### config.mk
export PLATFORM = sky130hd
export DESIGN_NAME = dot_product_top
export DESIGN_NICKNAME = d
export VERILOG_FILES = /design/src/hw/dot_pkg.sv /design/src/hw/entry_collector.sv /design/src/hw/vector_store.sv /design/src/hw/mac_engine.sv /design/src/hw/display_driver.sv /design/src/hw/dot_product_top.sv
export VERILOG_INCLUDE_DIRS = /design/src /design/src/include
export SDC_FILE = /design/constraint.sdc
export NUM_CORES = 1
export LEC_CHECK = 0
export BUFFER_PORTS_ARGS = -buffer_cell sky130_fd_sc_hd__buf_2
export CAP_MARGIN = 20
export CORE_UTILIZATION = 30
export CTS_CLUSTER_DIAMETER = 100
export DETAILED_ROUTE_END_ITERATION = 8
export PLACE_DENSITY = 0.51
export SLEW_MARGIN = 20
export SYNTH_ARGS = -nofsm -noshare
export SYNTH_HDL_FRONTEND = slang
export SYNTH_SLANG_ARGS = --single-unit
### constraint.sdc
create_clock -name clk1 -period 7 [get_ports clk1]
set_input_delay 0.7 -clock clk1 [delete_from_list [all_inputs] [get_ports clk1]]
set_output_delay 0.7 -clock clk1 [all_outputs]
set_load 0.05 [all_outputs]
### src/include/dot_settings.svh
`ifndef DOT_SETTINGS_SVH
`define DOT_SETTINGS_SVH

// Vector geometry.
`define DOT_WORDS 8
`define DOT_ADDR_BITS 3

// Word and keypad entry.
`define DOT_WORD_BITS 16
`define DOT_NIBBLES 4

// Display.
`define DOT_SEG_BITS 8

// Codes for the external controller.
`define DOT_STATUS_IDLE 4'd1
`define DOT_STATUS_VEC_A 4'd2
`define DOT_STATUS_VEC_B 4'd3
`define DOT_STATUS_RESULT 4'd4

`endif

### src/hw/dot_pkg.sv
`include "dot_settings.svh"

package dot_pkg;

	typedef enum logic [1:0] {
		phase_idle,
		phase_vec_a,
		phase_vec_b,
		phase_complete
	} entry_phase_e;

	// A display word is read as a value or digit by digit.
	typedef union packed {
		logic [`DOT_WORD_BITS-1:0] value;
		logic [`DOT_NIBBLES-1:0][3:0] nibble;
	} hex_word_u;

	typedef struct packed {
		logic en;
		logic bank; // 0 is vector A, 1 is vector B.
		logic [`DOT_ADDR_BITS-1:0] addr;
		logic [`DOT_WORD_BITS-1:0] data;
	} word_write_t;

	typedef struct packed {
		logic [`DOT_WORD_BITS-1:0] a;
		logic [`DOT_WORD_BITS-1:0] b;
	} operand_pair_t;

	typedef struct packed {
		hex_word_u word;
		entry_phase_e phase;
		logic [`DOT_ADDR_BITS-1:0] index;
	} entry_view_t;

	typedef struct packed {
		logic [`DOT_SEG_BITS-1:0] digit3;
		logic [`DOT_SEG_BITS-1:0] digit2;
		logic [`DOT_SEG_BITS-1:0] digit1;
		logic [`DOT_SEG_BITS-1:0] digit0;
	} seg_digits_t;

endpackage

### src/hw/entry_collector.sv
`include "dot_settings.svh"

module entry_collector (
	input  logic clk1,
	input  logic rst_n,
	input  logic key_valid,
	input  logic [3:0] key_code,
	output dot_pkg::word_write_t wr,
	output logic start,
	output dot_pkg::entry_view_t view
);

	localparam int nib_bits = $clog2(`DOT_NIBBLES);

	logic [nib_bits-1:0] nib_cnt;
	logic [`DOT_ADDR_BITS-1:0] elem_cnt;
	dot_pkg::entry_phase_e phase;
	dot_pkg::entry_phase_e key_phase;
	dot_pkg::hex_word_u word;
	dot_pkg::entry_phase_e view_phase;
	logic [`DOT_ADDR_BITS-1:0] view_index;
	logic accept;
	logic last_nibble;
	logic last_elem;
	logic last_write;

	assign accept = key_valid && (phase != dot_pkg::phase_complete); // Drop keys once full.
	assign last_nibble = (nib_cnt == (`DOT_NIBBLES - 1));
	assign last_elem = (elem_cnt == (`DOT_WORDS - 1));

	// The first key of a run already belongs to vector A.
	assign key_phase = (phase == dot_pkg::phase_idle) ? dot_pkg::phase_vec_a : phase;

	assign last_write = wr.en && wr.bank && (wr.addr == (`DOT_WORDS - 1));

	always_ff @(posedge clk1 or negedge rst_n) begin
		if (!rst_n) begin
			nib_cnt <= '0;
			elem_cnt <= '0;
			phase <= dot_pkg::phase_idle;
			word <= '0;
			view_phase <= dot_pkg::phase_idle;
			view_index <= '0;
			wr <= '0;
			start <= 1'b0;
		end else begin
			wr.en <= 1'b0;
			start <= last_write; // B7 is in memory from the next cycle on.
			if (accept) begin
				phase <= key_phase;
				view_phase <= key_phase; // View follows the element being keyed.
				view_index <= elem_cnt;
				nib_cnt <= nib_cnt + 1'b1;
				if (nib_cnt == '0) begin
					word.value <= {{(`DOT_WORD_BITS - 4){1'b0}}, key_code};
				end else begin
					word.nibble[nib_cnt] <= key_code;
				end
				if (last_nibble) begin
					wr.en <= 1'b1;
					wr.bank <= (key_phase == dot_pkg::phase_vec_b);
					wr.addr <= elem_cnt;
					wr.data <= {key_code, word.value[`DOT_WORD_BITS-5:0]};
					elem_cnt <= elem_cnt + 1'b1; // Wraps from 7 to 0 between vectors.
					if (last_elem) begin
						phase <= (key_phase == dot_pkg::phase_vec_a) ?
							dot_pkg::phase_vec_b : dot_pkg::phase_complete;
					end
				end
			end
		end
	end

	assign view.word = word;
	assign view.phase = view_phase;
	assign view.index = view_index;

endmodule

### src/hw/vector_store.sv
`include "dot_settings.svh"

module vector_store (
	input  logic clk1,
	input  logic rst_n,
	input  dot_pkg::word_write_t wr,
	input  logic [`DOT_ADDR_BITS-1:0] rd_addr,
	output dot_pkg::operand_pair_t pair
);

	// Bank 0 holds vector A, bank 1 holds vector B.
	logic [`DOT_WORD_BITS-1:0] mem [2][`DOT_WORDS];

	always_ff @(posedge clk1 or negedge rst_n) begin
		if (!rst_n) begin
			for (int b = 0; b < 2; b++) begin
				for (int i = 0; i < `DOT_WORDS; i++) begin
					mem[b][i] <= '0;
				end
			end
		end else if (wr.en) begin
			mem[wr.bank][wr.addr] <= wr.data;
		end
	end

	// Both operands at the same address, no read latency.
	assign pair.a = mem[0][rd_addr];
	assign pair.b = mem[1][rd_addr];

endmodule

### src/hw/mac_engine.sv
`include "dot_settings.svh"

module mac_engine (
	input  logic clk1,
	input  logic rst_n,
	input  logic start,
	output logic [`DOT_ADDR_BITS-1:0] rd_addr,
	input  dot_pkg::operand_pair_t pair,
	output logic [`DOT_WORD_BITS-1:0] result,
	output logic done
);

	logic [`DOT_ADDR_BITS-1:0] addr_cnt;
	logic busy;
	logic last_addr;
	logic [`DOT_WORD_BITS-1:0] product;
	logic [`DOT_WORD_BITS-1:0] acc;

	assign last_addr = (addr_cnt == (`DOT_WORDS - 1));

	// Only the low half of each product reaches the sum.
	assign product = pair.a * pair.b;

	always_ff @(posedge clk1 or negedge rst_n) begin
		if (!rst_n) begin
			addr_cnt <= '0;
			busy <= 1'b0;
			done <= 1'b0;
			acc <= '0;
		end else if (busy) begin
			acc <= acc + product; // Wraps mod 2^16.
			addr_cnt <= addr_cnt + 1'b1;
			if (last_addr) begin
				busy <= 1'b0;
				done <= 1'b1; // Held until reset.
			end
		end else if (start && !done) begin
			busy <= 1'b1;
			addr_cnt <= '0;
			acc <= '0;
		end
	end

	assign rd_addr = addr_cnt;
	assign result = acc;

endmodule

### src/hw/display_driver.sv
`include "dot_settings.svh"

module display_driver (
	input  dot_pkg::entry_view_t view,
	input  logic [`DOT_WORD_BITS-1:0] result,
	input  logic done,
	output dot_pkg::seg_digits_t segments,
	output logic [`DOT_WORDS-1:0] tracker,
	output logic [3:0] status
);

	dot_pkg::hex_word_u shown;

	// Active low, decimal point off.
	function automatic logic [`DOT_SEG_BITS-1:0] seg_of(input logic [3:0] nib);
		logic [`DOT_SEG_BITS-1:0] pat;
		case (nib)
			4'h0: pat = 8'hc0;
			4'h1: pat = 8'hf9;
			4'h2: pat = 8'ha4;
			4'h3: pat = 8'hb0;
			4'h4: pat = 8'h99;
			4'h5: pat = 8'h92;
			4'h6: pat = 8'h82;
			4'h7: pat = 8'hf8;
			4'h8: pat = 8'h80;
			4'h9: pat = 8'h98;
			4'ha: pat = 8'h88;
			4'hb: pat = 8'h83;
			4'hc: pat = 8'hc6;
			4'hd: pat = 8'ha1;
			4'he: pat = 8'h86;
			default: pat = 8'h8e;
		endcase
		return pat;
	endfunction

	always_comb begin
		shown.value = done ? result : view.word.value;
		segments.digit0 = seg_of(shown.nibble[0]);
		segments.digit1 = seg_of(shown.nibble[1]);
		segments.digit2 = seg_of(shown.nibble[2]);
		segments.digit3 = seg_of(shown.nibble[3]);
	end

	always_comb begin
		tracker = '1;
		status = `DOT_STATUS_IDLE;
		if (done) begin
			status = `DOT_STATUS_RESULT;
		end else begin
			case (view.phase)
				dot_pkg::phase_vec_a: begin
					tracker = ~(`DOT_WORDS'(1) << view.index); // One-cold element marker.
					status = `DOT_STATUS_VEC_A;
				end
				dot_pkg::phase_vec_b: begin
					tracker = ~(`DOT_WORDS'(1) << view.index);
					status = `DOT_STATUS_VEC_B;
				end
				dot_pkg::phase_complete: status = `DOT_STATUS_VEC_B; // Waiting on the MAC.
				default: status = `DOT_STATUS_IDLE;
			endcase
		end
	end

endmodule

### src/hw/dot_product_top.sv
`include "dot_settings.svh"

module dot_product_top (
	input  logic clk1,
	input  logic rst_n,
	input  logic key_valid,
	input  logic [3:0] key_code,
	output dot_pkg::seg_digits_t segments,
	output logic [`DOT_WORDS-1:0] tracker,
	output logic [3:0] status
);

	dot_pkg::word_write_t wr;
	dot_pkg::entry_view_t view;
	dot_pkg::operand_pair_t pair;
	logic start;
	logic [`DOT_ADDR_BITS-1:0] rd_addr;
	logic [`DOT_WORD_BITS-1:0] result;
	logic done;

	// Keypad side.
	entry_collector u_entry_collector (
		.clk1      (clk1),
		.rst_n     (rst_n),
		.key_valid (key_valid),
		.key_code  (key_code),
		.wr        (wr),
		.start     (start),
		.view      (view)
	);

	vector_store u_vector_store (
		.clk1    (clk1),
		.rst_n   (rst_n),
		.wr      (wr),
		.rd_addr (rd_addr),
		.pair    (pair)
	);

	mac_engine u_mac_engine (
		.clk1    (clk1),
		.rst_n   (rst_n),
		.start   (start),
		.rd_addr (rd_addr),
		.pair    (pair),
		.result  (result),
		.done    (done)
	);

	// Display side.
	display_driver u_display_driver (
		.view     (view),
		.result   (result),
		.done     (done),
		.segments (segments),
		.tracker  (tracker),
		.status   (status)
	);

endmodule

==> impl_results.md <==
* Grt total ovfl at 0
* Number of H-tree levels at 2
* Setup crit end kind: register
* Max frequency at 0.151 GHz
* Yosys reg bits at ~330
* PortBufs at between 40 and 50
* Crit path time final at approximately 6.6 ns
* Die Y at between 200 and 300 um
* Ant diodes at 0
* Reg2reg setup slack at 0.40 ns
* Final Skew at roughly 0.024 ns
* DR iter-0 viols at approximately 590
* Max-slew violations at 0
* Crit Path Max Fanout at 23
* Hold buffers post-CTS at 0
* Final setup viols at 0
* Vias at between 10000 and 15000
* Slowest cell delay on critical path at roughly 0.55 ns
* Number of flops mapped to enable cells by yosys at 0
* Placed Cells at approximately 2500
* CTS max path bufs at 3
* WS Path Type: reg2reg
* CP cell instances: buf_12 > mux4_2 > mux2i_2 > inv_2 > and2_1 > fa_1 > inv_1 > fa_1 > fa_1 > fa_1 > inv_1 > fa_1 > inv_1 > fa_1 > inv_1 > ha_1 > o21a_1 > a2111oi_1 > o311ai_0 > nand3_1
* Max IR drop VDD at 0.321 mV
* DR pass1 iterations at 5
* Vias in the first global route at about 13000
* Critical path required time at 7.48 ns
* Yosys top cell area share at 40.9%
* Fin nets at approximately 1900
* DP Area at between 20000 and 25000 um^2
* Post-synth top area cell: dfrtp_1
* Pin count of the biggest net entering global routing at 86
* Multi-input logic area at 10800 um^2
* Buffers and inverters on the worst path at 6
* Finished Layout Cells at 2584
* Syn Std Cell Area at 20000 um^2
* Gp weighted congestion at 0.840
* Async SR Flop Fraction at 100%
* Initial antenna violation count at 0
* DP HPWL at between 30000 and 40000 um
* Top-count cell post-synth: dfrtp_1
* Tcrit/Tclk final at 94.3%
* Met1 Use GR at a little over a fifth
* Leakage at 10.8 nW
* Status: finished clean
* TritonCTS clock tree: built
* Main synth FF type: dfrtp_1
* Cts bufs inserted at 40
* Post-route DRC at 0
* Pwr/cell area at approximately 370 nW/um^2
* Crit path depth at 20
* Arrival time worst endpoint at 7.09 ns
* Layout Utilization at between 30% and 40%
* Fillers at approximately 6500
* IO Count at 51
* Met2 Use GR at 25.6%
* Seq/Total Area, Yosys at around two fifths
* Worst slew margin at 24.2%
* CP Launch Type: register
* Syn-to-layout area delta at 13.5%
* Syn_area_per_cell at about 12 um^2
* CP max stage cell: fa_1
* Synth top cells by count: dfrtp_1 (327), mux2_2 (297), inv_1 (183), nand2_1 (119), nor2_1 (104)
* Clk sinks at approximately 330
* Clock latency on the worst-skew pair at between 0.5 and 0.6 ns
* Sequential cell area at approximately 8200 um^2
* Type of the tightest min-delay check: in2async
* Core area at between 60000 and 70000 um^2
* Max_cap viols at 0
* Rows at 94
* Top cell by count, worst path: fa_1
* Die area at just under 70000 um^2
* Design area at approximately 23000 um^2
* CP top delay family: adder cells
* Worst-margin pin slew at between 1 and 1.5 ns
* GRT Resource Usage Total at around 16%
* Final Hold Viols at 0
* Yosys Warn Count at 0
* Initial Utilization at a little under a third
* Routing usage on met3 at between 2 and 3%
* Vias per inst at 4.80
* Root Buffer: clkbuf_16
* WL/cell at roughly 20 um
* Final WL at 51100 um
* Main area contributors after synthesis: dfrtp_1 (41%), mux2_2 (17%), fa_1 (9.4%)
* Chip Width at ~260 um
* R2r worst-path depth at 20
* Clk slew on worst S/H paths at about 0.050 ns
* Routed Antenna Nets at 0
* RSZ-0062 raised after global routing: false
* GR peak layer: met2
* Unique masters post-synth at 58
* Syn Inst Count at 1632
* First-pass GRT wire length at around 80000 um
* Layout cells sized above 1 at a little under a third
* Setup tns final at 0 ns
[cells in the final DEF, fill, tap and decap left out, types with 18 or more instances in the layout]
cell and count:
inv_1 183, buf_2 44, mux2_2 297, nand2b_1 18, buf_4 46, nor2_1 95
mux4_2 50, dfrtp_1 325, ha_1 82, clkbuf_16 40, nor2b_1 21, o21ai_0 31
a21oi_1 23, mux2i_1 28, xnor2_1 32, nand2_1 119, fa_1 94
[power breakdown]
group	internal, mW	switching (mW)	total, mW
combinational	1.41	2.14	3.55
sequential	2.37	0.541	2.91
clock	1.09	0.819	1.91
[layer usage]
layer	wire (um)	up-vias
li1	-	5650
met1	23700	6490
met2	24600	194
met3	1920	59
met4	905	0
met5	0	-
[area by class of cell]
| cell class | instances | area share (%) |
|---|---|---|
| multi-input cells | 1042 | 47.4 |
| flip-flops and latches | 327 | 36.1 |
| well taps | 864 | 4.76 |
| clock buffers | 52 | 4.74 |
| repair buffers | 103 | 3.50 |
| inverters | 185 | 3.06 |
| clock inverters | 11 | 0.479 |
[registers in the layout (all words and copies together), names as in the netlist]
name                          cells
u_vector_store.mem              256
u_entry_collector.wr             21
u_entry_collector.word           16
u_mac_engine.result              16
u_entry_collector.elem_cnt        3
u_entry_collector.view_index      3
u_mac_engine.rd_addr              3
u_entry_collector.nib_cnt         2
u_entry_collector.phase           2
u_entry_collector.view_phase      2
u_entry_collector.start           1
u_mac_engine.busy                 1
u_mac_engine.done                 1
[logic make-up (layout without fill, tap and decap cells)]
logic type / after synthesis / in the layout / synth area share, %
DFF: 327 / 327 / 40.9
muxes: 401 / 401 / 26.5
and+or+nand+nor: 302 / 302 / 6.69
adders and majority gates: 176 / 176 / 14.5
other: 2 / 5 / 0.0376
xor gates and xnor gates: 41 / 41 / 1.93
buffers and inverters: 266 / 351 / 5.53
AOI/OAI and AO/OA: 117 / 117 / 3.85
[stage by stage]
stage	total power [mW]	setup slack [ns]	hold WS, ns
6_report	8.37	0.397	0.124
5_1_grt	8.91	0.0736	0.201
4_1_cts	8.45	0.182	0.169
3_5_place_dp	6.50	0.210	0.486
3_3_place_gp	6.41	0.306	0.481
2_1_floorplan	5.35	0.535	0.404
[what timing repair did]
| action | 4_1_cts | 5_1_grt |
|---|---|---|
| setup endpoints to repair | 0 | 1 |
| gates resized for setup | 0 | 2 |
| buffers inserted | 0 | 5 |
[path summary, 6_finish.rpt]
path | startpoint | endpoint
worst min register to register | u_vector_store.mem[199] | u_vector_store.mem[199]
worst max-delay path | u_mac_engine.rd_addr[0] | u_mac_engine.result[14]
min in group clk1 | key_valid | u_entry_collector.phase[1]
worst min-delay path | rst_n | u_vector_store.mem[91]
worst max register to register | u_mac_engine.rd_addr[0] | u_mac_engine.result[14]
max in group asynchronous | rst_n | u_entry_collector.word[5]
No activity file was read; power rests on OpenSTA's default activity.
